$ cat config.mk
export PLATFORM = sky130hd
export DESIGN_NAME = rst_ctrl
export DESIGN_NICKNAME = d
export VERILOG_FILES = /design/src/source/rst_ctrl.sv
export VERILOG_INCLUDE_DIRS = /design/src /design/src/source
export SDC_FILE = /design/constraint.sdc
export NUM_CORES = 1
export LEC_CHECK = 0
export BUFFER_PORTS_ARGS = -buffer_cell sky130_fd_sc_hd__buf_2
export CAP_MARGIN = 20
export CELL_PAD_IN_SITES_DETAIL_PLACEMENT = 1
export CELL_PAD_IN_SITES_GLOBAL_PLACEMENT = 1
export CORE_AREA = 3 3 40 42
export CTS_CLUSTER_DIAMETER = 50
export DETAILED_ROUTE_END_ITERATION = 10
export DIE_AREA = 0 0 43 45
export GPL_TIMING_DRIVEN = 0
export PLACE_DENSITY_LB_ADDON = 0.1
export SYNTH_ARGS = -nofsm -noshare
export SYNTH_HDL_FRONTEND = slang
export SYNTH_SLANG_ARGS = --single-unit
$ cat constraint.sdc
create_clock -name i_sclk -period 2.61 [get_ports i_sclk]
set_input_delay 0.261 -clock i_sclk [delete_from_list [all_inputs] [get_ports i_sclk]]
set_output_delay 0.261 -clock i_sclk [all_outputs]
set_load 0.005 [all_outputs]
$ cat src/source/soc_macros.svh
`ifndef SOC_MACROS_SVH
`define SOC_MACROS_SVH

// Bus and pin widths
`define SOC_ADDR_W        8
`define SOC_DATA_W        32
`define SOC_GPIO_W        12

// Cycles the system reset is held after lock and reset are clean
`define RST_HOLD_CYCLES   16

// Clocks per UART bit after reset
`define UART_DEFAULT_DIV  8

// Register word addresses
`define REG_GPIO_OUT      0
`define REG_GPIO_DIR      1
`define REG_GPIO_IN       2
`define REG_UART_DATA     4
`define REG_UART_STAT     5
`define REG_UART_DIV      6

`endif
$ cat src/source/rst_ctrl.sv
`include "soc_macros.svh"

module rst_ctrl (
  input  logic i_sclk,
  input  logic i_rst,
  input  logic i_pll_lock,
  output logic o_sys_rst
);

  localparam int CNT_W = $clog2(`RST_HOLD_CYCLES + 1);

  logic [1:0]       lock_sync;
  logic [CNT_W-1:0] hold_cnt;
  logic             fault;

  // Either source forces reset on the next edge
  assign fault = i_rst | ~i_pll_lock;

  always_ff @(posedge i_sclk) begin
    lock_sync <= {lock_sync[0], i_pll_lock};
  end

  // Release only after the hold count and a synchronized lock
  always_ff @(posedge i_sclk) begin
    if (fault) begin
      hold_cnt  <= '0;
      o_sys_rst <= 1'b1;
    end else begin
      if (hold_cnt != CNT_W'(`RST_HOLD_CYCLES)) begin
        hold_cnt <= hold_cnt + 1'b1;
      end
      o_sys_rst <= (hold_cnt < CNT_W'(`RST_HOLD_CYCLES - 1)) | ~lock_sync[1];
    end
  end

endmodule

==> flow_summary.toml <==
[cts]
cts_buffers = 3
clk-insertion-delay-late_ns = 0.25
cts-resized-gates = 0
cts_max_path_buffers = 2
clockRootBuffer = "clkbuf_4"
cts_tree = "built"
htree_num_levels = 1
hold_bufs_inserted_after_cts = 0
postCtsSetupBuffers = 0
clkSinkCount = 8
clk_transition_reported_paths_ns = 0.06

[synth]
syn-cell-area_um2 = 344
netlist_top_cells_area = "dfxtp_1 (47%), mux2i_1 (8.7%), nand3b_1 (8.7%), ha_1 (7.3%), or3b_1 (5.1%)"
ys_seq_area_frac = 0.465
synthCells = 32
yosysTopAreaCell = "dfxtp_1"
postSynthAreaPerCell_um2 = 10.8
synth.ff_latch_count = 8
synth.lib_cells_used.distinct = 16
yosys.area.top_type_share = 0.465
yosysWarnings = 0
synth_nets = 37

[job]
cap_violations = 0

[setup_path]
worstPathRequired_ns = 2.78
timing.reg2reg.worst_path_depth = 4
cp_max_fo = 6
setup.reg_to_reg.worst_slack_ns = 1.42
reg2reg_to = "hold_cnt[2]$_SDFFE_PP0P_"
crit-reg2reg-launch = "hold_cnt[0]$_SDFFE_PP0P_"
worst_setup_path_end_kind = "flip-flop"
startpoint_kind_of_the_worst_setup_timing_path = "flip-flop"
arrival_worst_endpoint_ns = 1.36
category_of_the_most_critical_setup_path = "reg -> reg"

[floorplanning]
die_area_um2 = 1940
fp-row-count = 13
height_of_the_die_um = 45
fp.coreArea_um2 = 1280
start_util = 0.268
design.portCount = 4
dieWidth_um = 43

[placement]
placed_area_um2 = 378
place_ws_ns = 1.42
total_instance_count_after_detailed_placement = 50
gpl.final_weighted_congestion = 0.634
port-buffer-count = 3
dpl.hpwl_um = 514

[finish]
diodes = 0
final-instance-count-excl-fill = 53
final_nets = 45
post_route_cells_drive_above_1_share = 0.158
final_design_area_no_fill_um2 = 400
flow.area_growth_from_synthesis_pct = 16.4

[sta]
slew-limit-headroom = 0.851
timing_worst_slew_pin_value_ns = 0.221
finalSetupViolations = 0
totalNegativeSetupSlack_ns = 0
final.min_clock_period_ns = 1.19
finalClockSkew_ns = 0.00819
final_critical_path_setup_slack_ns = 1.42
final_max_slew_viol_count = 0
timing_hold_violations_final = 0
fmax_mhz = 842
final.period_utilization = 0.455
grt_setup_unrepaired = "false"

[power]
finalPower_uw = 233
power_per_cell_area_nw_per_um2 = 583
ir_worst_vdd_mv = 0.172
power_leakage_uw = 0.000155

[route]
detail_route.first_pass.iterations = 2
remaining_number_of_nets_flagged_by_the_antenna_check_after_routing = 0
route.detailed.wl_per_inst_um = 12.7
drc = 0
drt_wl_total_um = 674
routed_vias = 265
drt-vias-per-instance = 5.00
detail_route.iter0.violations = 1

[min_path]
min_from = "i_pll_lock"
worstHoldPathType = "in -> reg"
holdPathStages = 1
min_delay_worst_endpoint = "lock_sync[0]$_DFF_P_"

[status]
run_status = "finished clean"

[global_route]
aggregate_global_routing_overflow = 0
grt_max_degree = 10
grt.total_usage = 0.0835
antenna_found_initial = 0
first_pass_grt_wire_length_um = 1110
first_global_vias = 259
power by group:
group | total (uW) | internal, uW | leakage [uW] | switching (uW)
combinational | 12.1 | 5.75 | 0.0000758 | 6.39
sequential | 128 | 125 | 0.0000656 | 2.64
clock | 93.2 | 52.5 | 0.0000138 | 40.7
total | 233 | 184 | 0.000155 | 49.7
cell families (layout without fill, tap and decap cells):
| group | after synthesis | count (layout) | synth area share |
|---|---|---|---|
| AND/OR/NAND/NOR | 13 | 13 | 0.276 |
| flip-flops | 8 | 8 | 0.465 |
| multiplexers | 3 | 3 | 0.0873 |
| buffers and inverters | 3 | 9 | 0.0327 |
| adder cells (fa/ha/maj) | 2 | 2 | 0.0727 |
| AO/OA/AOI/OAI | 2 | 2 | 0.0400 |
| XOR/XNOR | 1 | 1 | 0.0255 |
synth_stat cells:
library cell	n
nand3b_1	4
and4_1	1
nand2b_1	1
inv_1	3
and4bb_1	1
a21oi_1	1
ha_1	2
nor3_1	1
dfxtp_1	8
o2111ai_1	1
nor2_1	1
nand3_1	1
nor4_1	1
mux2i_1	3
xnor2_1	1
or3b_1	2
state kept, by name, indices dropped and copies added (netlist names):
register	flops
o_sys_rst	1
hold_cnt	5
lock_sync	2
worst max-delay path: stages, from the launching register on:
cell and delay (ns):
dfxtp_1 0.42, inv_1 0.07, ha_1 0.19, and4bb_1 0.24, nor3_1 0.19
metrics by stage:
step | hold slack (ns) | util
2_1_floorplan | 0.289 | -
3_3_place_gp | 0.311 | 0.294
3_5_place_dp | 0.315 | 0.294
4_1_cts | 0.225 | 0.312
5_1_grt | 0.216 | 0.312
6_report | 0.232 | 0.312
metal layers:
layer,up-vias,wire (um),GRT usage
met5,-,0,0
met4,0,0,0.0181
met3,0,53,0.0717
met2,7,324,0.138
met1,128,296,0.0803
li1,130,-,-
worst max-delay path by stage:
stage	end	slack, ns	startpoint
after global routing	hold_cnt[2]$_SDFFE_PP0P_	1.33	hold_cnt[0]$_SDFFE_PP0P_
after global placement	hold_cnt[0]$_SDFFE_PP0P_	1.46	hold_cnt[0]$_SDFFE_PP0P_
after floorplan	hold_cnt[0]$_SDFFE_PP0P_	1.57	hold_cnt[0]$_SDFFE_PP0P_
after detailed placement	hold_cnt[2]$_SDFFE_PP0P_	1.42	hold_cnt[0]$_SDFFE_PP0P_
final	hold_cnt[2]$_SDFFE_PP0P_	1.42	hold_cnt[0]$_SDFFE_PP0P_
after CTS	hold_cnt[2]$_SDFFE_PP0P_	1.39	hold_cnt[0]$_SDFFE_PP0P_
layout make-up:
cell class / count / area [um^2]
repair buffers: 3 / 15.0
flip-flops and latches: 8 / 160
inverters: 3 / 11.3
multi-input cells: 21 / 173
fillers: 157 / 885
clock buffers: 3 / 22.5
well taps: 15 / 18.8
layout by cell type (no fill, tap or decap), drive strengths merged:
master / n
xnor2: 1
nand2b: 1
nand3: 1
ha: 2
and4: 1
and4bb: 1
or3b: 2
nor3: 1
mux2i: 3
nor4: 1
a21oi: 1
o2111ai: 1
buf: 3
nand3b: 4
dfxtp: 8
clkbuf: 3
inv: 3
nor2: 1
Power figures use the tool's default switching activity.
