$ cat src/source/soc_macros.svh
`ifndef SOC_MACROS_SVH
`define SOC_MACROS_SVH

// Bus and pin widths
`define SOC_ADDR_W        8
`define SOC_DATA_W        32
`define SOC_GPIO_W        12

// Cycles the system reset is held after lock and reset are clean
`define RST_HOLD_CYCLES   16

// Clocks per UART bit after reset
`define UART_DEFAULT_DIV  8

// Register word addresses
`define REG_GPIO_OUT      0
`define REG_GPIO_DIR      1
`define REG_GPIO_IN       2
`define REG_UART_DATA     4
`define REG_UART_STAT     5
`define REG_UART_DIV      6

`endif
$ cat src/source/soc_periph_pkg.sv
`include "soc_macros.svh"

package soc_periph_pkg;

  // Board view of the pins, LEDs on top and DIP switches below
  typedef struct packed {
    logic [7:0] leds;
    logic [3:0] dips;
  } gpio_fields_t;

  // Same pin word seen either raw or split into its fields
  typedef union packed {
    logic [`SOC_GPIO_W-1:0] raw;
    gpio_fields_t           f;
  } gpio_word_u;

  // UART status register, bit 3 down to bit 0
  typedef struct packed {
    logic tx_busy;
    logic tx_full;
    logic rx_valid;
    logic rx_overrun;
  } uart_stat_t;

  typedef enum logic [`SOC_ADDR_W-1:0] {
    IDX_GPIO_OUT  = `REG_GPIO_OUT,
    IDX_GPIO_DIR  = `REG_GPIO_DIR,
    IDX_GPIO_IN   = `REG_GPIO_IN,
    IDX_UART_DATA = `REG_UART_DATA,
    IDX_UART_STAT = `REG_UART_STAT,
    IDX_UART_DIV  = `REG_UART_DIV
  } reg_idx_e;

endpackage

$ cat src/source/soc_bus_pkg.sv
`include "soc_macros.svh"

package soc_bus_pkg;

  // Wishbone classic request held by the master until ack or err
  typedef struct packed {
    logic                   cyc;
    logic                   stb;
    logic                   we;
    logic [`SOC_ADDR_W-1:0] adr;
    logic [`SOC_DATA_W-1:0] dat;
  } wb_req_t;

  // Wishbone response with single-cycle ack and err pulses
  typedef struct packed {
    logic                   ack;
    logic                   err;
    logic [`SOC_DATA_W-1:0] dat;
  } wb_rsp_t;

endpackage

$ cat src/source/wb_decoder.sv
`include "soc_macros.svh"

module wb_decoder
  import soc_bus_pkg::*;
  import soc_periph_pkg::*;
(
  input  logic    i_sclk,
  input  logic    i_rst,
  input  wb_req_t i_wb_req,
  output wb_rsp_t o_wb_rsp,
  output wb_req_t o_gpio_req,
  input  wb_rsp_t i_gpio_rsp,
  output wb_req_t o_uart_req,
  input  wb_rsp_t i_uart_rsp
);

  logic gpio_sel;
  logic uart_sel;
  logic err_q;

  always_comb begin
    gpio_sel = 1'b0;
    uart_sel = 1'b0;
    case (reg_idx_e'(i_wb_req.adr))
      IDX_GPIO_OUT, IDX_GPIO_DIR, IDX_GPIO_IN: gpio_sel = 1'b1;
      IDX_UART_DATA, IDX_UART_STAT, IDX_UART_DIV: uart_sel = 1'b1;
      default: ;
    endcase
  end

  // Targets see the request with stb qualified by their select
  always_comb begin
    o_gpio_req     = i_wb_req;
    o_gpio_req.stb = i_wb_req.stb & gpio_sel;
    o_uart_req     = i_wb_req;
    o_uart_req.stb = i_wb_req.stb & uart_sel;
  end

  // Unmapped word gets a single err pulse
  always_ff @(posedge i_sclk) begin
    if (i_rst) begin
      err_q <= 1'b0;
    end else begin
      err_q <= i_wb_req.cyc & i_wb_req.stb & ~gpio_sel & ~uart_sel & ~err_q;
    end
  end

  always_comb begin
    o_wb_rsp.ack = i_gpio_rsp.ack | i_uart_rsp.ack;
    o_wb_rsp.err = err_q | i_gpio_rsp.err | i_uart_rsp.err;
    if (gpio_sel) begin
      o_wb_rsp.dat = i_gpio_rsp.dat;
    end else if (uart_sel) begin
      o_wb_rsp.dat = i_uart_rsp.dat;
    end else begin
      o_wb_rsp.dat = '0;
    end
  end

endmodule

$ cat config.mk
export PLATFORM = sky130hd
export DESIGN_NAME = wb_decoder
export DESIGN_NICKNAME = d
export VERILOG_FILES = /design/src/source/soc_periph_pkg.sv /design/src/source/soc_bus_pkg.sv /design/src/source/wb_decoder.sv
export VERILOG_INCLUDE_DIRS = /design/src /design/src/source
export SDC_FILE = /design/constraint.sdc
export NUM_CORES = 1
export LEC_CHECK = 0
export BUFFER_PORTS_ARGS = -buffer_cell sky130_fd_sc_hd__buf_4
export CORE_AREA = 2 2 91 93
export DETAILED_ROUTE_END_ITERATION = 16
export DIE_AREA = 0 0 93 95
export SLEW_MARGIN = 40
export SYNTH_ARGS = -nofsm -noshare
export SYNTH_HDL_FRONTEND = slang
export SYNTH_SLANG_ARGS = --single-unit
$ cat constraint.sdc
create_clock -name i_sclk -period 1.81 [get_ports i_sclk]
set_input_delay 0.2715 -clock i_sclk [delete_from_list [all_inputs] [get_ports i_sclk]]
set_output_delay 0.2715 -clock i_sclk [all_outputs]
set_load 0.05 [all_outputs]
==> out/results.txt <==
Counting tap cells, the placed design contains a total of 328 instances. The die boundary height works out to 95 µm. The checks that failed: negative setup slack. In this run the tightest slew margin relative to its limit is 72.2%.

The tools report the hold path endpoint as err_q. The run gives -0.0532 ns as the pre-CTS setup slack. For this run, the top clock speed supported by timing is 0.548 GHz. The run gives 8840 µm² as the die area. After clock tree synthesis, the clock-pin slew on the worst setup and hold paths is 0 ns.

The register with the highest flop count is err_q. The maximum fanout count along the critical path works out to 20. Counting every instance in the synthesized netlist gives 171. The class of the most critical setup path is primary input to output port. In this run the static leakage power is 1.18 nW. The netlist uses 19 different library cells.

Total of hold buffers inserted after clock tree synthesis: 0. Final critical-path share of the clock period: 101%. Of the cells placed in the final design, the portion with a size suffix greater than 1 is 83.0%. The number of vias in the routed layout came out at 1,275.

The run gives 284 as the number of nets in the synthesized netlist. The logs give 2260 µm² for the placed cell area and 2330 µm² for the summed area of non-filler cells in the final layout. The remaining antenna violation count was 0. The number of antenna violations at the first check in global routing was 0.

Leading area contributor after synthesis: sky130_fd_sc_hd__buf_4. In the routed design, unresolved DRC markers number 0. Power density over the cells: 230 nW/µm². The clock reaches the later pin of the worst-skew pair after 0 ns. Measured on the finished design, the core utilization comes to 29.4%.

Entering global routing, the biggest net connects 24 pins. In this run the cell area of the synthesized design comes to 1460 µm². STA classifies the critical path endpoint as an output port. The first routing iteration left 2 violations. The pin slew with the least headroom to its limit works out to 0.417 ns.

The share of the synthesized area in the top cell type is 43.3%, and the cell depth of the worst hold path is 2. The final number of hold-violating endpoints is 0. Number of non-filler instances in the completed layout: 328. Routability-driven placement finished with a final weighted congestion of 0.674. The number of flip-flops and latches in the synthesized netlist was 1. For the final-report max-slew violation count, the log shows 0.

The final layout contains 338 nets. The number of buffer cells added on primary ports is 133, and the post-CTS setup-driven buffer insertion count is 0. For this design the top-level I/O count stands at 233. Data on the critical path is required at its endpoint by 1.54 ns. For this run the aggregate overflow at the end of global routing stands at 0. The detailed placement HPWL came out at 3440 µm. The Yosys step of the flow raised 0 warnings. For this configuration, the core starts out at a cell density of 18.4%. The floorplan die width works out to 93 µm. Of the synthesized area, sequential elements account for 1.37%.

The total length of routed wires is 4120 µm, and the slack of the worst reg-to-reg path is 1.04 ns. The final setup slack of the worst path is -0.0158 ns, and the antenna cell count is 0. Setup repair after global routing could not meet its margin everywhere. The max-capacitance violation count is 0. The worst setup path is launched from a primary input. The endpoint identified for the worst register-to-register timing path is err_q.

Row generation in the floorplan step produced 33 rows. Dividing the synthesized area by the synthesized cell count gives 8.52 µm². The clock skew is 0 ns, and the power after layout is 0.537 mW. Yosys attributes the largest share of cell area to sky130_fd_sc_hd__buf_4 (43%), sky130_fd_sc_hd__mux2i_1 (22%), sky130_fd_sc_hd__nor3_2 (21%). The first global-routing pass estimated 6050 µm of wire.

The data arrival time of the critical path was 1.55 ns. The run finished, with violations left. The global-route total usage across every layer came out at 8.34%. Number of flip-flops under the largest register name: 1. The standard cell core area is 7930 µm². The worst-case IR drop observed on VDD is 0.0682 mV. In the final routed layout, each cell accounts on average for 12.6 µm. The start point of the worst min-delay path is err_q. Layout overhead on the synthesized area: 60.1%. Via count of the first global-routing pass: 1,223. The number of cells traversed by the worst register-to-register path came out at 2. The run gives 4 as the final count of negative-setup-slack endpoints. The largest registers in the layout are err_q (1). Subtracting the final worst setup slack from the clock period gives 1.83 ns. The via-per-instance ratio works out to 3.89. In this run the worst hold path is classified as flip-flop to flip-flop. In this run the critical register-to-register path is launched from err_q. For the number of iterations in the first detailed-routing pass, the log shows 2.
what timing repair did:
item	in CTS	in global routing
setup endpoints to repair	12	14
resized for setup	14	5
gates cloned	0	0
report_power, final:
group	switching [mW]	internal, mW	total, mW
combinational	0.280	0.233	0.513
sequential	0.000359	0.0234	0.0238
clock	0	0	0
total	0.280	0.257	0.537
through the flow:
stage | setup TNS [ns] | hold WS, ns
2_1_floorplan | -0.486 | 0.435
3_3_place_gp | -0.226 | 0.494
3_5_place_dp | -0.325 | 0.503
4_1_cts | -0.0220 | 0.503
5_1_grt | -0.253 | 0.535
6_report | -0.0200 | 0.494
cells by family after synthesis:
group	synth area share, %
buffers and inverters	50.9
and+or+nand+nor	24.7
muxes	22.0
AOI/OAI and AO/OA	1.03
DFF	1.37
layout make-up:
type / instances / area, µm²
Fill cell: 855 / 5600
Tap cell: 105 / 131
Multi-Input combinational cell: 73 / 920
Sequential cell: 1 / 20.0
Inverter: 1 / 3.75
Timing Repair Buffer: 148 / 1260
critical path, stage by stage:
cell	delay, ns
sky130_fd_sc_hd__buf_6	0.09
sky130_fd_sc_hd__or4_4	0.57
sky130_fd_sc_hd__buf_12	0.21
sky130_fd_sc_hd__nor3_4	0.20
sky130_fd_sc_hd__buf_6	0.18
worst max path at each step:
| stage | startpoint | endpoint | slack (ns) |
|---|---|---|---|
| 3_3_place_gp | i_wb_req[37] | o_gpio_req[41] | -0.06 |
| 3_5_place_dp | i_wb_req[37] | o_wb_rsp[16] | -0.05 |
| 4_1_cts | i_wb_req[37] | o_gpio_req[41] | -0.02 |
| 5_1_grt | i_wb_req[37] | o_gpio_req[41] | -0.05 |
| 6_report | i_wb_req[37] | o_wb_rsp[16] | -0.02 |
| 2_1_floorplan | i_wb_req[37] | o_uart_req[41] | -0.09 |
synth_stat cells:
cell type	count
sky130_fd_sc_hd__buf_4	84
sky130_fd_sc_hd__mux2i_1	32
sky130_fd_sc_hd__nor3_2	30
sky130_fd_sc_hd__buf_2	5
sky130_fd_sc_hd__buf_12	3
sky130_fd_sc_hd__nor3_1	3
sky130_fd_sc_hd__clkbuf_1	2
sky130_fd_sc_hd__a21o_1	1
sky130_fd_sc_hd__buf_1	1
sky130_fd_sc_hd__buf_6	1
sky130_fd_sc_hd__dfxtp_1	1
sky130_fd_sc_hd__inv_1	1
sky130_fd_sc_hd__nand2_1	1
sky130_fd_sc_hd__nor4_1	1
sky130_fd_sc_hd__nor4bb_1	1
sky130_fd_sc_hd__o21a_1	1
sky130_fd_sc_hd__or2_2	1
sky130_fd_sc_hd__or3_1	1
sky130_fd_sc_hd__or4_4	1
layer usage:
metal	vias up	part of all wire (%)	track usage (%)
li1	601	-	-
met1	581	33	9.49
met2	83	54	15.9
met3	10	11	1.76
met4	0	2.0	1.96
met5	-	0	0
cell usage in the layout, fill, tap and decap left out, drive strengths merged:
| cell | netlist | layout |
|---|---|---|
| a21o | 1 | 1 |
| buf | 94 | 148 |
| dfxtp | 1 | 1 |
| inv | 1 | 1 |
| mux2i | 32 | 32 |
| nand2 | 1 | 1 |
| nor3 | 33 | 33 |
| nor4 | 1 | 1 |
| nor4bb | 1 | 1 |
| o21a | 1 | 1 |
| or2 | 1 | 1 |
| or3 | 1 | 1 |
| or4 | 1 | 1 |
(Power assumes the default switching activity.)
