--- src/source/soc_macros.svh ---
`ifndef SOC_MACROS_SVH
`define SOC_MACROS_SVH

// Bus and pin widths
`define SOC_ADDR_W        8
`define SOC_DATA_W        32
`define SOC_GPIO_W        12

// Cycles the system reset is held after lock and reset are clean
`define RST_HOLD_CYCLES   16

// Clocks per UART bit after reset
`define UART_DEFAULT_DIV  8

// Register word addresses
`define REG_GPIO_OUT      0
`define REG_GPIO_DIR      1
`define REG_GPIO_IN       2
`define REG_UART_DATA     4
`define REG_UART_STAT     5
`define REG_UART_DIV      6

`endif
--- src/source/soc_periph_pkg.sv ---
`include "soc_macros.svh"

package soc_periph_pkg;

  // Board view of the pins, LEDs on top and DIP switches below
  typedef struct packed {
    logic [7:0] leds;
    logic [3:0] dips;
  } gpio_fields_t;

  // Same pin word seen either raw or split into its fields
  typedef union packed {
    logic [`SOC_GPIO_W-1:0] raw;
    gpio_fields_t           f;
  } gpio_word_u;

  // UART status register, bit 3 down to bit 0
  typedef struct packed {
    logic tx_busy;
    logic tx_full;
    logic rx_valid;
    logic rx_overrun;
  } uart_stat_t;

  typedef enum logic [`SOC_ADDR_W-1:0] {
    IDX_GPIO_OUT  = `REG_GPIO_OUT,
    IDX_GPIO_DIR  = `REG_GPIO_DIR,
    IDX_GPIO_IN   = `REG_GPIO_IN,
    IDX_UART_DATA = `REG_UART_DATA,
    IDX_UART_STAT = `REG_UART_STAT,
    IDX_UART_DIV  = `REG_UART_DIV
  } reg_idx_e;

endpackage

--- src/source/soc_bus_pkg.sv ---
`include "soc_macros.svh"

package soc_bus_pkg;

  // Wishbone classic request held by the master until ack or err
  typedef struct packed {
    logic                   cyc;
    logic                   stb;
    logic                   we;
    logic [`SOC_ADDR_W-1:0] adr;
    logic [`SOC_DATA_W-1:0] dat;
  } wb_req_t;

  // Wishbone response with single-cycle ack and err pulses
  typedef struct packed {
    logic                   ack;
    logic                   err;
    logic [`SOC_DATA_W-1:0] dat;
  } wb_rsp_t;

endpackage

--- src/source/uart_ctrl.sv ---
`include "soc_macros.svh"

module uart_ctrl
  import soc_bus_pkg::*;
  import soc_periph_pkg::*;
(
  input  logic    i_sclk,
  input  logic    i_rst,
  input  wb_req_t i_req,
  output wb_rsp_t o_rsp,
  input  logic    i_uart_rd,
  output logic    o_uart_td
);

  localparam int DIV_W = 16;

  logic [DIV_W-1:0]       div_q;
  logic                   ack_q;
  logic [`SOC_DATA_W-1:0] rdata_q;
  logic                   req_go;
  logic                   wr_data;
  logic                   rd_data;
  logic                   rd_stat;
  logic                   accept;
  uart_stat_t             stat;

  logic                   hold_full;
  logic [7:0]             hold_byte;
  logic                   tx_busy;
  logic [9:0]             tx_frame;
  logic [3:0]             tx_bits;
  logic [DIV_W-1:0]       tx_cnt;

  logic [1:0]             rx_sync;
  logic                   rx_in;
  logic                   rx_busy;
  logic [3:0]             rx_bits;
  logic [DIV_W-1:0]       rx_cnt;
  logic [7:0]             rx_shift;
  logic [7:0]             rx_data;
  logic                   rx_valid;
  logic                   rx_overrun;
  logic                   rx_done;

  assign req_go  = i_req.cyc & i_req.stb & ~ack_q;
  assign wr_data = req_go & i_req.we & (reg_idx_e'(i_req.adr) == IDX_UART_DATA);
  assign rd_data = req_go & ~i_req.we & (reg_idx_e'(i_req.adr) == IDX_UART_DATA);
  assign rd_stat = req_go & ~i_req.we & (reg_idx_e'(i_req.adr) == IDX_UART_STAT);
  // A data write stalls while the holding byte is still waiting
  assign accept  = req_go & ~(wr_data & hold_full);

  assign stat.tx_busy    = tx_busy;
  assign stat.tx_full    = hold_full;
  assign stat.rx_valid   = rx_valid;
  assign stat.rx_overrun = rx_overrun;

  always_ff @(posedge i_sclk) begin
    if (i_rst) begin
      ack_q <= 1'b0;
      div_q <= DIV_W'(`UART_DEFAULT_DIV);
    end else begin
      ack_q <= accept;
      if (accept && i_req.we && reg_idx_e'(i_req.adr) == IDX_UART_DIV) begin
        div_q <= i_req.dat[DIV_W-1:0];
      end
    end
  end

  always_ff @(posedge i_sclk) begin
    case (reg_idx_e'(i_req.adr))
      IDX_UART_DATA: rdata_q <= `SOC_DATA_W'(rx_data);
      IDX_UART_STAT: rdata_q <= `SOC_DATA_W'(stat);
      IDX_UART_DIV:  rdata_q <= `SOC_DATA_W'(div_q);
      default:       rdata_q <= '0;
    endcase
  end

  always_ff @(posedge i_sclk) begin
    if (accept && wr_data) begin
      hold_byte <= i_req.dat[7:0];
    end
  end

  // Transmit shifter holding stop bit, data LSB first and start bit
  always_ff @(posedge i_sclk) begin
    if (i_rst) begin
      hold_full <= 1'b0;
      tx_busy   <= 1'b0;
      tx_frame  <= '1;
      tx_bits   <= '0;
      tx_cnt    <= '0;
    end else begin
      if (accept && wr_data) begin
        hold_full <= 1'b1;
      end
      if (!tx_busy && hold_full) begin
        hold_full <= 1'b0;
        tx_busy   <= 1'b1;
        tx_frame  <= {1'b1, hold_byte, 1'b0};
        tx_bits   <= 4'd10;
        tx_cnt    <= div_q - 1'b1;
      end else if (tx_busy) begin
        if (tx_cnt == '0) begin
          tx_frame <= {1'b1, tx_frame[9:1]};
          tx_bits  <= tx_bits - 1'b1;
          tx_cnt   <= div_q - 1'b1;
          if (tx_bits == 4'd1) begin
            tx_busy <= 1'b0;
          end
        end else begin
          tx_cnt <= tx_cnt - 1'b1;
        end
      end
    end
  end

  assign o_uart_td = tx_frame[0];

  assign rx_in   = rx_sync[1];
  assign rx_done = rx_busy & (rx_cnt == '0) & (rx_bits == 4'd9) & rx_in;

  // Receiver samples near the middle of each bit
  always_ff @(posedge i_sclk) begin
    if (i_rst) begin
      rx_sync <= 2'b11;
      rx_busy <= 1'b0;
      rx_bits <= '0;
      rx_cnt  <= '0;
    end else begin
      rx_sync <= {rx_sync[0], i_uart_rd};
      if (!rx_busy) begin
        if (!rx_in) begin
          rx_busy <= 1'b1;
          rx_bits <= '0;
          rx_cnt  <= div_q >> 1;
        end
      end else if (rx_cnt != '0) begin
        rx_cnt <= rx_cnt - 1'b1;
      end else begin
        rx_cnt  <= div_q - 1'b1;
        rx_bits <= rx_bits + 1'b1;
        // Start bit gone high again means a glitch
        if ((rx_bits == 4'd0 && rx_in) || rx_bits == 4'd9) begin
          rx_busy <= 1'b0;
        end
      end
    end
  end

  always_ff @(posedge i_sclk) begin
    if (rx_busy && rx_cnt == '0 && rx_bits != 4'd0 && rx_bits != 4'd9) begin
      rx_shift <= {rx_in, rx_shift[7:1]};
    end
    if (rx_done) begin
      rx_data <= rx_shift;
    end
  end

  // New byte wins over a read clearing valid in the same cycle
  always_ff @(posedge i_sclk) begin
    if (i_rst) begin
      rx_valid   <= 1'b0;
      rx_overrun <= 1'b0;
    end else begin
      if (rd_data) begin
        rx_valid <= 1'b0;
      end
      if (rd_stat) begin
        rx_overrun <= 1'b0;
      end
      if (rx_done) begin
        rx_valid <= 1'b1;
        if (rx_valid && !rd_data) begin
          rx_overrun <= 1'b1;
        end
      end
    end
  end

  always_comb begin
    o_rsp.ack = ack_q;
    o_rsp.err = 1'b0;
    o_rsp.dat = rdata_q;
  end

endmodule

--- config.mk ---
export PLATFORM = sky130hd
export DESIGN_NAME = uart_ctrl
export DESIGN_NICKNAME = d
export VERILOG_FILES = /design/src/source/soc_periph_pkg.sv /design/src/source/soc_bus_pkg.sv /design/src/source/uart_ctrl.sv
export VERILOG_INCLUDE_DIRS = /design/src /design/src/source
export SDC_FILE = /design/constraint.sdc
export NUM_CORES = 1
export LEC_CHECK = 0
export BUFFER_PORTS_ARGS = -buffer_cell sky130_fd_sc_hd__buf_2
export CORE_MARGIN = 1
export CORE_UTILIZATION = 55
export CTS_CLUSTER_SIZE = 8
export DETAILED_ROUTE_END_ITERATION = 8
export MAX_ROUTING_LAYER = met4
export PLACE_DENSITY = 0.77
export SLEW_MARGIN = 15
export SYNTH_ARGS = -nofsm -noshare
export SYNTH_HDL_FRONTEND = slang
export SYNTH_SLANG_ARGS = --single-unit
--- constraint.sdc ---
create_clock -name i_sclk -period 4.03 [get_ports i_sclk]
set_input_delay 0.2015 -clock i_sclk [delete_from_list [all_inputs] [get_ports i_sclk]]
set_output_delay 0.2015 -clock i_sclk [all_outputs]
set_load 0.01 [all_outputs]
==> impl_metrics.tcl, run 1 <==
set metrics [dict create \
    yosysWarnings 0 \
    switching_share_pct 23.0 \
    maxSlewViolCount 0 \
    fmax_mhz 416 \
    cts-resized-gates 0 \
    netlist_area_um2 5590 \
    cpPeakStageDelay_ps 520 \
    outcome "complete, no violations" \
    dr.pass1.iters 5 \
    worst_r2r_path_depth 5 \
    cts_inserted_buffers 17 \
    power.leakage_nw 2.56 \
    path_max_fanout 8 \
    synth_seq_cells 113 \
    avgSynthCellArea_um2 9.50 \
    diodes 0 \
    fin_worst_skew_ps 6.57 \
    core-area_um2 9820 \
    p_sw_uw 679 \
    p_clk_share_pct 51.2 \
    clk_latency_ps 520 \
    end_kind "register" \
    cts_buffer_depth 2 \
    fin_setup_tns_ps 0 \
    drive_above_1_share_pct 14.9 \
    post-route-period-util_pct 59.7 \
    grt_pass1_vias 4360 \
    dp_hpwl_mm 8.65 \
    clkSinkCount 113 \
    rsz0062_at_grt "no" \
    synthArstFlopShare_pct 0 \
    max-slew-margin-rel_pct 34.3 \
    pwr-share-seq_pct 40.2 \
    r2r_end "rx_data[2]" \
    combPwrFrac_pct 8.6 \
    worst-path-buf-inv 0 \
    grt_use_total_pct 27.4 \
    initial_core_util_pct 56.9 \
    wl_per_cell_um 16.5 \
    cp_slowest_cell "nor2_1" \
    num_vias 4672 \
    cts-root-buf "clkbuf_8" \
    fin_nets 700 \
    place_congestion 0.896 \
    worstMarginPinSlew_ps 986 \
    finalWirelength_mm 13.0 \
    hold_violations 0 \
    period_minus_slack_ps 2410 \
    synth.distinct_cells 61 \
    hold_class "input pin to register" \
    fin_hold_ws_ps 72.2 \
    p_int_mw 2.27 \
    hold-path-endpoint "div_q[10]" \
    ys.flop_type "dfxtp_1" \
    r2r-start "rx_cnt[6]" \
    setup_viol 0 \
    cp_top_family "simple AND/OR/NAND/NOR gates" \
    dieArea_um2 10600 \
    yosysSeqAreaShare_pct 44.8 \
    holdCritStartpoint "i_rst" \
    fp-row-count 36 \
    cp.required_ps 4190 \
    area.growth.synth_to_final_pct 18.0 \
    ir_drop_v 0.000309 \
    final_common_cell "dfxtp_1" \
    cts_tree "built" \
    route.detailed.drc 0 \
    viasPerCell 5.91 \
    grt-ovfl-total 0 \
    ios 81 \
    hold_buffers 19 \
    synth_edf_count 24 \
    crit_type "register to register" \
    r2r_slack_ps 1620 \
    antenna_found_initial 0 \
    worstSetupStartpointType "register" \
    grt_pass1_wl_mm 21.2 \
    clk_pin_slew_ps 50 \
    crit_chain "nor4_1 > nand3_1 > and4bb_2 > nand2_1 > nor2_1" \
    final_cell_mix "dfxtp_1, nor2_1, buf_2, nand2_1, mux2i_1" \
    hold_depth 2 \
    post_cts_buffers 0 \
    grt_max_degree 48 \
    die_h_um 103 \
    fp.dieW_um 103 \
    drt_iter0_markers 324 \
    drtAntennaViolNets 0 \
    drv.max_cap_violation_count 0 \
    syn_inst 588 \
    power_density_nw_per_um2 447 \
    io_buffers 47 \
    cp.arrival_ps 2570 \
    h-tree-depth 4 \
]
-- registers in the layout, summed over array words and instances (netlist names), 2 cells and up --
name / count
rx_data: 8
hold_byte: 8
div_q: 16
rx_sync: 2
rx_cnt: 16
tx_cnt: 16
rx_shift: 8
tx_bits: 4
rx_bits: 4
rdata_q: 16
tx_frame: 9
-- kinds of logic after synthesis --
logic type | Yosys count | synth area share [%]
AO/OA/AOI/OAI | 117 | 14.9
XOR/XNOR | 28 | 4.39
adder cells (fa/ha/maj) | 10 | 2.24
buffers and inverters | 68 | 6.18
flip-flops | 113 | 44.8
multiplexers | 34 | 6.18
other | 1 | 0.0671
AND/OR/NAND/NOR | 217 | 21.3
-- stage by stage --
step	util [%]	std cells	worst slack [ps]	instance area (um^2)	power, mW
finish	67.1	790	1620	6590	2.95
detailed placement	59.2	739	1500	5810	1.44
global placement	59.2	739	1530	5810	1.44
global route	67.1	790	1450	6590	3.05
CTS	67.1	790	1640	6590	2.96
floorplan	-	604	1920	5650	1.41
-- layout make-up --
cell class | instances | area, um^2
clock buffer | 19 | 422
clock inverter | 13 | 170
fill | 774 | 3230
inverter | 17 | 63.8
multi-input combinational | 423 | 2800
sequential | 113 | 2500
tap | 133 | 166
timing repair buffer | 72 | 470
-- worst max-delay path by stage --
| stage | start | endpoint | slack, ps | cells after the start |
|---|---|---|---|---|
| 2_1_floorplan | rx_cnt[6] | rx_data[0] | 1920 | 6 |
| 3_3_place_gp | i_req[37] | div_q[3] | 1530 | 7 |
| 3_5_place_dp | i_req[37] | div_q[3] | 1500 | 7 |
| 4_1_cts | rx_cnt[6] | rx_data[2] | 1640 | 5 |
| 5_1_grt | rx_cnt[6] | rx_data[2] | 1450 | 5 |
| 6_report | rx_cnt[6] | rx_data[2] | 1620 | 5 |
-- per-layer routing --
metal / global-route usage, % / routed length (um) / vias to the layer above
li1: - / - / 2224
met1: 33.2 / 5690 / 2261
met2: 42.5 / 6380 / 166
met3: 8.61 / 717 / 21
met4: 11.2 / 240 / 0
met5: - / 0 / -
-- cells in the mapped netlist (9+ instances only) --
library cell,count,share of area (%)
clkbuf_1,23,1.5
a21oi_1,25,2.2
buf_4,20,2.7
o21ai_0,19,1.7
nor3_1,20,1.8
and2_1,9,1.0
nand3_1,15,1.3
a21o_1,12,1.6
inv_1,17,1.1
dfxtp_1,89,32
mux2i_1,30,5.4
nand2_1,39,2.6
ha_1,10,2.2
nor2_1,57,3.8
edfxtp_1,24,13
nor2b_1,10,1.1
a211oi_1,14,1.9
xnor2_1,22,3.4
-- power groups by stage --
stage                     Combinational [mW]  Clock, mW  Sequential [mW]
after floorplan                        0.204          0             1.20
after global placement                 0.232          0             1.21
final                                  0.255       1.51             1.19
after detailed placement               0.236          0             1.21
after global routing                   0.282       1.58             1.19
after CTS                              0.252       1.52             1.19
Note: power is estimated with default switching activity, not from simulation.
==> run 2: changes to the inputs <==
--- a/config.mk
+++ b/config.mk
@@ -8,11 +8,11 @@
 export LEC_CHECK = 0
 export BUFFER_PORTS_ARGS = -buffer_cell sky130_fd_sc_hd__buf_2
 export CORE_MARGIN = 1
-export CORE_UTILIZATION = 55
+export CORE_UTILIZATION = 52
 export CTS_CLUSTER_SIZE = 8
 export DETAILED_ROUTE_END_ITERATION = 8
 export MAX_ROUTING_LAYER = met4
-export PLACE_DENSITY = 0.77
+export PLACE_DENSITY = 0.76
 export SLEW_MARGIN = 15
 export SYNTH_ARGS = -nofsm -noshare
 export SYNTH_HDL_FRONTEND = slang
==> constraint.sdc (replaced) <==
create_clock -name i_sclk -period 2.21 [get_ports i_sclk]
set_input_delay 0.1105 -clock i_sclk [delete_from_list [all_inputs] [get_ports i_sclk]]
set_output_delay 0.1105 -clock i_sclk [all_outputs]
set_load 0.01 [all_outputs]
==> impl_metrics.tcl, run 2 (synthesis gave the netlist of run 1 again) <==
set metrics [dict create \
    cts_buffer_depth 2 \
    hold_violations 0 \
    drv.max_cap_violation_count 0 \
    drt_iter0_markers 246 \
    setup_viol 0 \
    cts_tree "built" \
    worstSetupStartpointType "register" \
    dieArea_um2 11200 \
    p_total_mw 5.49 \
    grt_max_degree 33 \
    wl_per_cell_um 16.9 \
    grt_pass1_wl_mm 22.7 \
    drtAntennaViolNets 0 \
    clkSinkCount 113 \
    rsz0062_at_grt "no" \
    ios 81 \
    core-area_um2 10400 \
    fp-row-count 37 \
    cts-root-buf "clkbuf_8" \
    maxSlewViolCount 0 \
    period_minus_slack_ps 2060 \
    cp.required_ps 2620 \
    hold_class "input pin to register" \
    outcome "complete, no violations" \
    fin_setup_tns_ps 0 \
    route.detailed.drc 0 \
    clk_latency_ps 530 \
    fp.dieW_um 106 \
    cts_inserted_buffers 17 \
    grt-ovfl-total 0 \
    viasPerCell 5.82 \
    ir_drop_v 0.000799 \
    path_max_fanout 8 \
    fmax_mhz 486 \
    dr.pass1.iters 5 \
    grt_pass1_vias 4646 \
    end_kind "register" \
    clk_pin_slew_ps 60 \
    h-tree-depth 4 \
    initial_core_util_pct 53.9 \
    area.growth.synth_to_final_pct 23.8 \
    post_cts_buffers 0 \
    diodes 0 \
    num_vias 4824 \
    dp_hpwl_mm 9.45 \
    post-route-period-util_pct 93.1 \
    io_buffers 47 \
    fin_worst_skew_ps 8.23 \
    antenna_found_initial 0 \
    fin_util_pct 66.7 \
    power.leakage_nw 2.76 \
    final_cell_mix "dfxtp_1, nor2_1, buf_2, buf_4, nand2_1" \
    fin_nets 736 \
    crit_type "register to register" \
    cp.arrival_ps 2470 \
    final_common_cell "dfxtp_1" \
    grt_use_total_pct 27.0 \
    power_density_nw_per_um2 794 \
    die_h_um 106 \
    place_congestion 0.874 \
    drive_above_1_share_pct 20.3 \
    finalWirelength_mm 14.1 \
]
-- run 2: changes by cell type in the layout (fill, tap and decap cells not counted), moves of 2 or more --
cell,delta
nor4b_1,-2
nor4b_2,+2
buf_4,+34
dlygate4sd3_1,+2
clkinv_1,-2
-- run 2: stage by stage --
| step | instance area [um^2] | worst slack (ps) | instances | hold WS (ps) |
|---|---|---|---|---|
| floorplan | 5650 | 101 | 604 | 209 |
| global placement | 6070 | 140 | 776 | 298 |
| detailed placement | 6070 | 82.5 | 776 | 299 |
| CTS | 6890 | 72.2 | 829 | 28.9 |
| global route | 6910 | 62.1 | 829 | 41.9 |
| finish | 6910 | 152 | 829 | 54.5 |
-- run 2: cell type report --
type / count / area [um^2]
fillers: 804 / 3460
multi-input cells: 423 / 2830
flip-flops and latches: 113 / 2500
repair buffers: 108 / 746
clock buffers: 18 / 418
clock inverters: 14 / 188
well taps: 136 / 170
inverters: 17 / 63.8
-- run 2: where the power goes --
group | switching, mW | internal (mW) | total [mW] | leakage (nW)
clock network | 0.980 | 1.82 | 2.80 | 0.289
logic | 0.285 | 0.246 | 0.531 | 1.54
registers | 0.0311 | 2.13 | 2.16 | 0.935
-- run 2: final timing paths --
check             startpoint         end  slack, ps  cells past startpoint
setup reg to reg   tx_cnt[0]   tx_cnt[5]        150                      7
setup / recovery   tx_cnt[0]   tx_cnt[5]        150                      7
hold reg to reg   rx_sync[0]  rx_sync[1]        410                      1
hold / removal     i_req[38]  rdata_q[3]         50                      4
-- run 2: critical path: stages (launching register included) --
cell     delay (ps)
dfxtp_1         360
inv_1           100
ha_1            140
nor4b_1         330
and3_1          320
a21o_2          240
o21ai_0         110
a221o_1         350
-- run 2: timing repair --
item | CTS | global route
setup endpoints to repair | 0 | 22
resized for setup | 0 | 6
hold endpoints to repair | 29 | 0
hold buffers | 21 | 0
-- run 2: routing by layer --
layer | vias to the layer above | share of wire [%] | global-route usage [%]
li1 | 2295 | - | -
met1 | 2346 | 42 | 30.9
met2 | 149 | 50 | 44.2
met3 | 34 | 4.9 | 7.92
met4 | 0 | 2.6 | 10.8
met5 | - | 0 | -
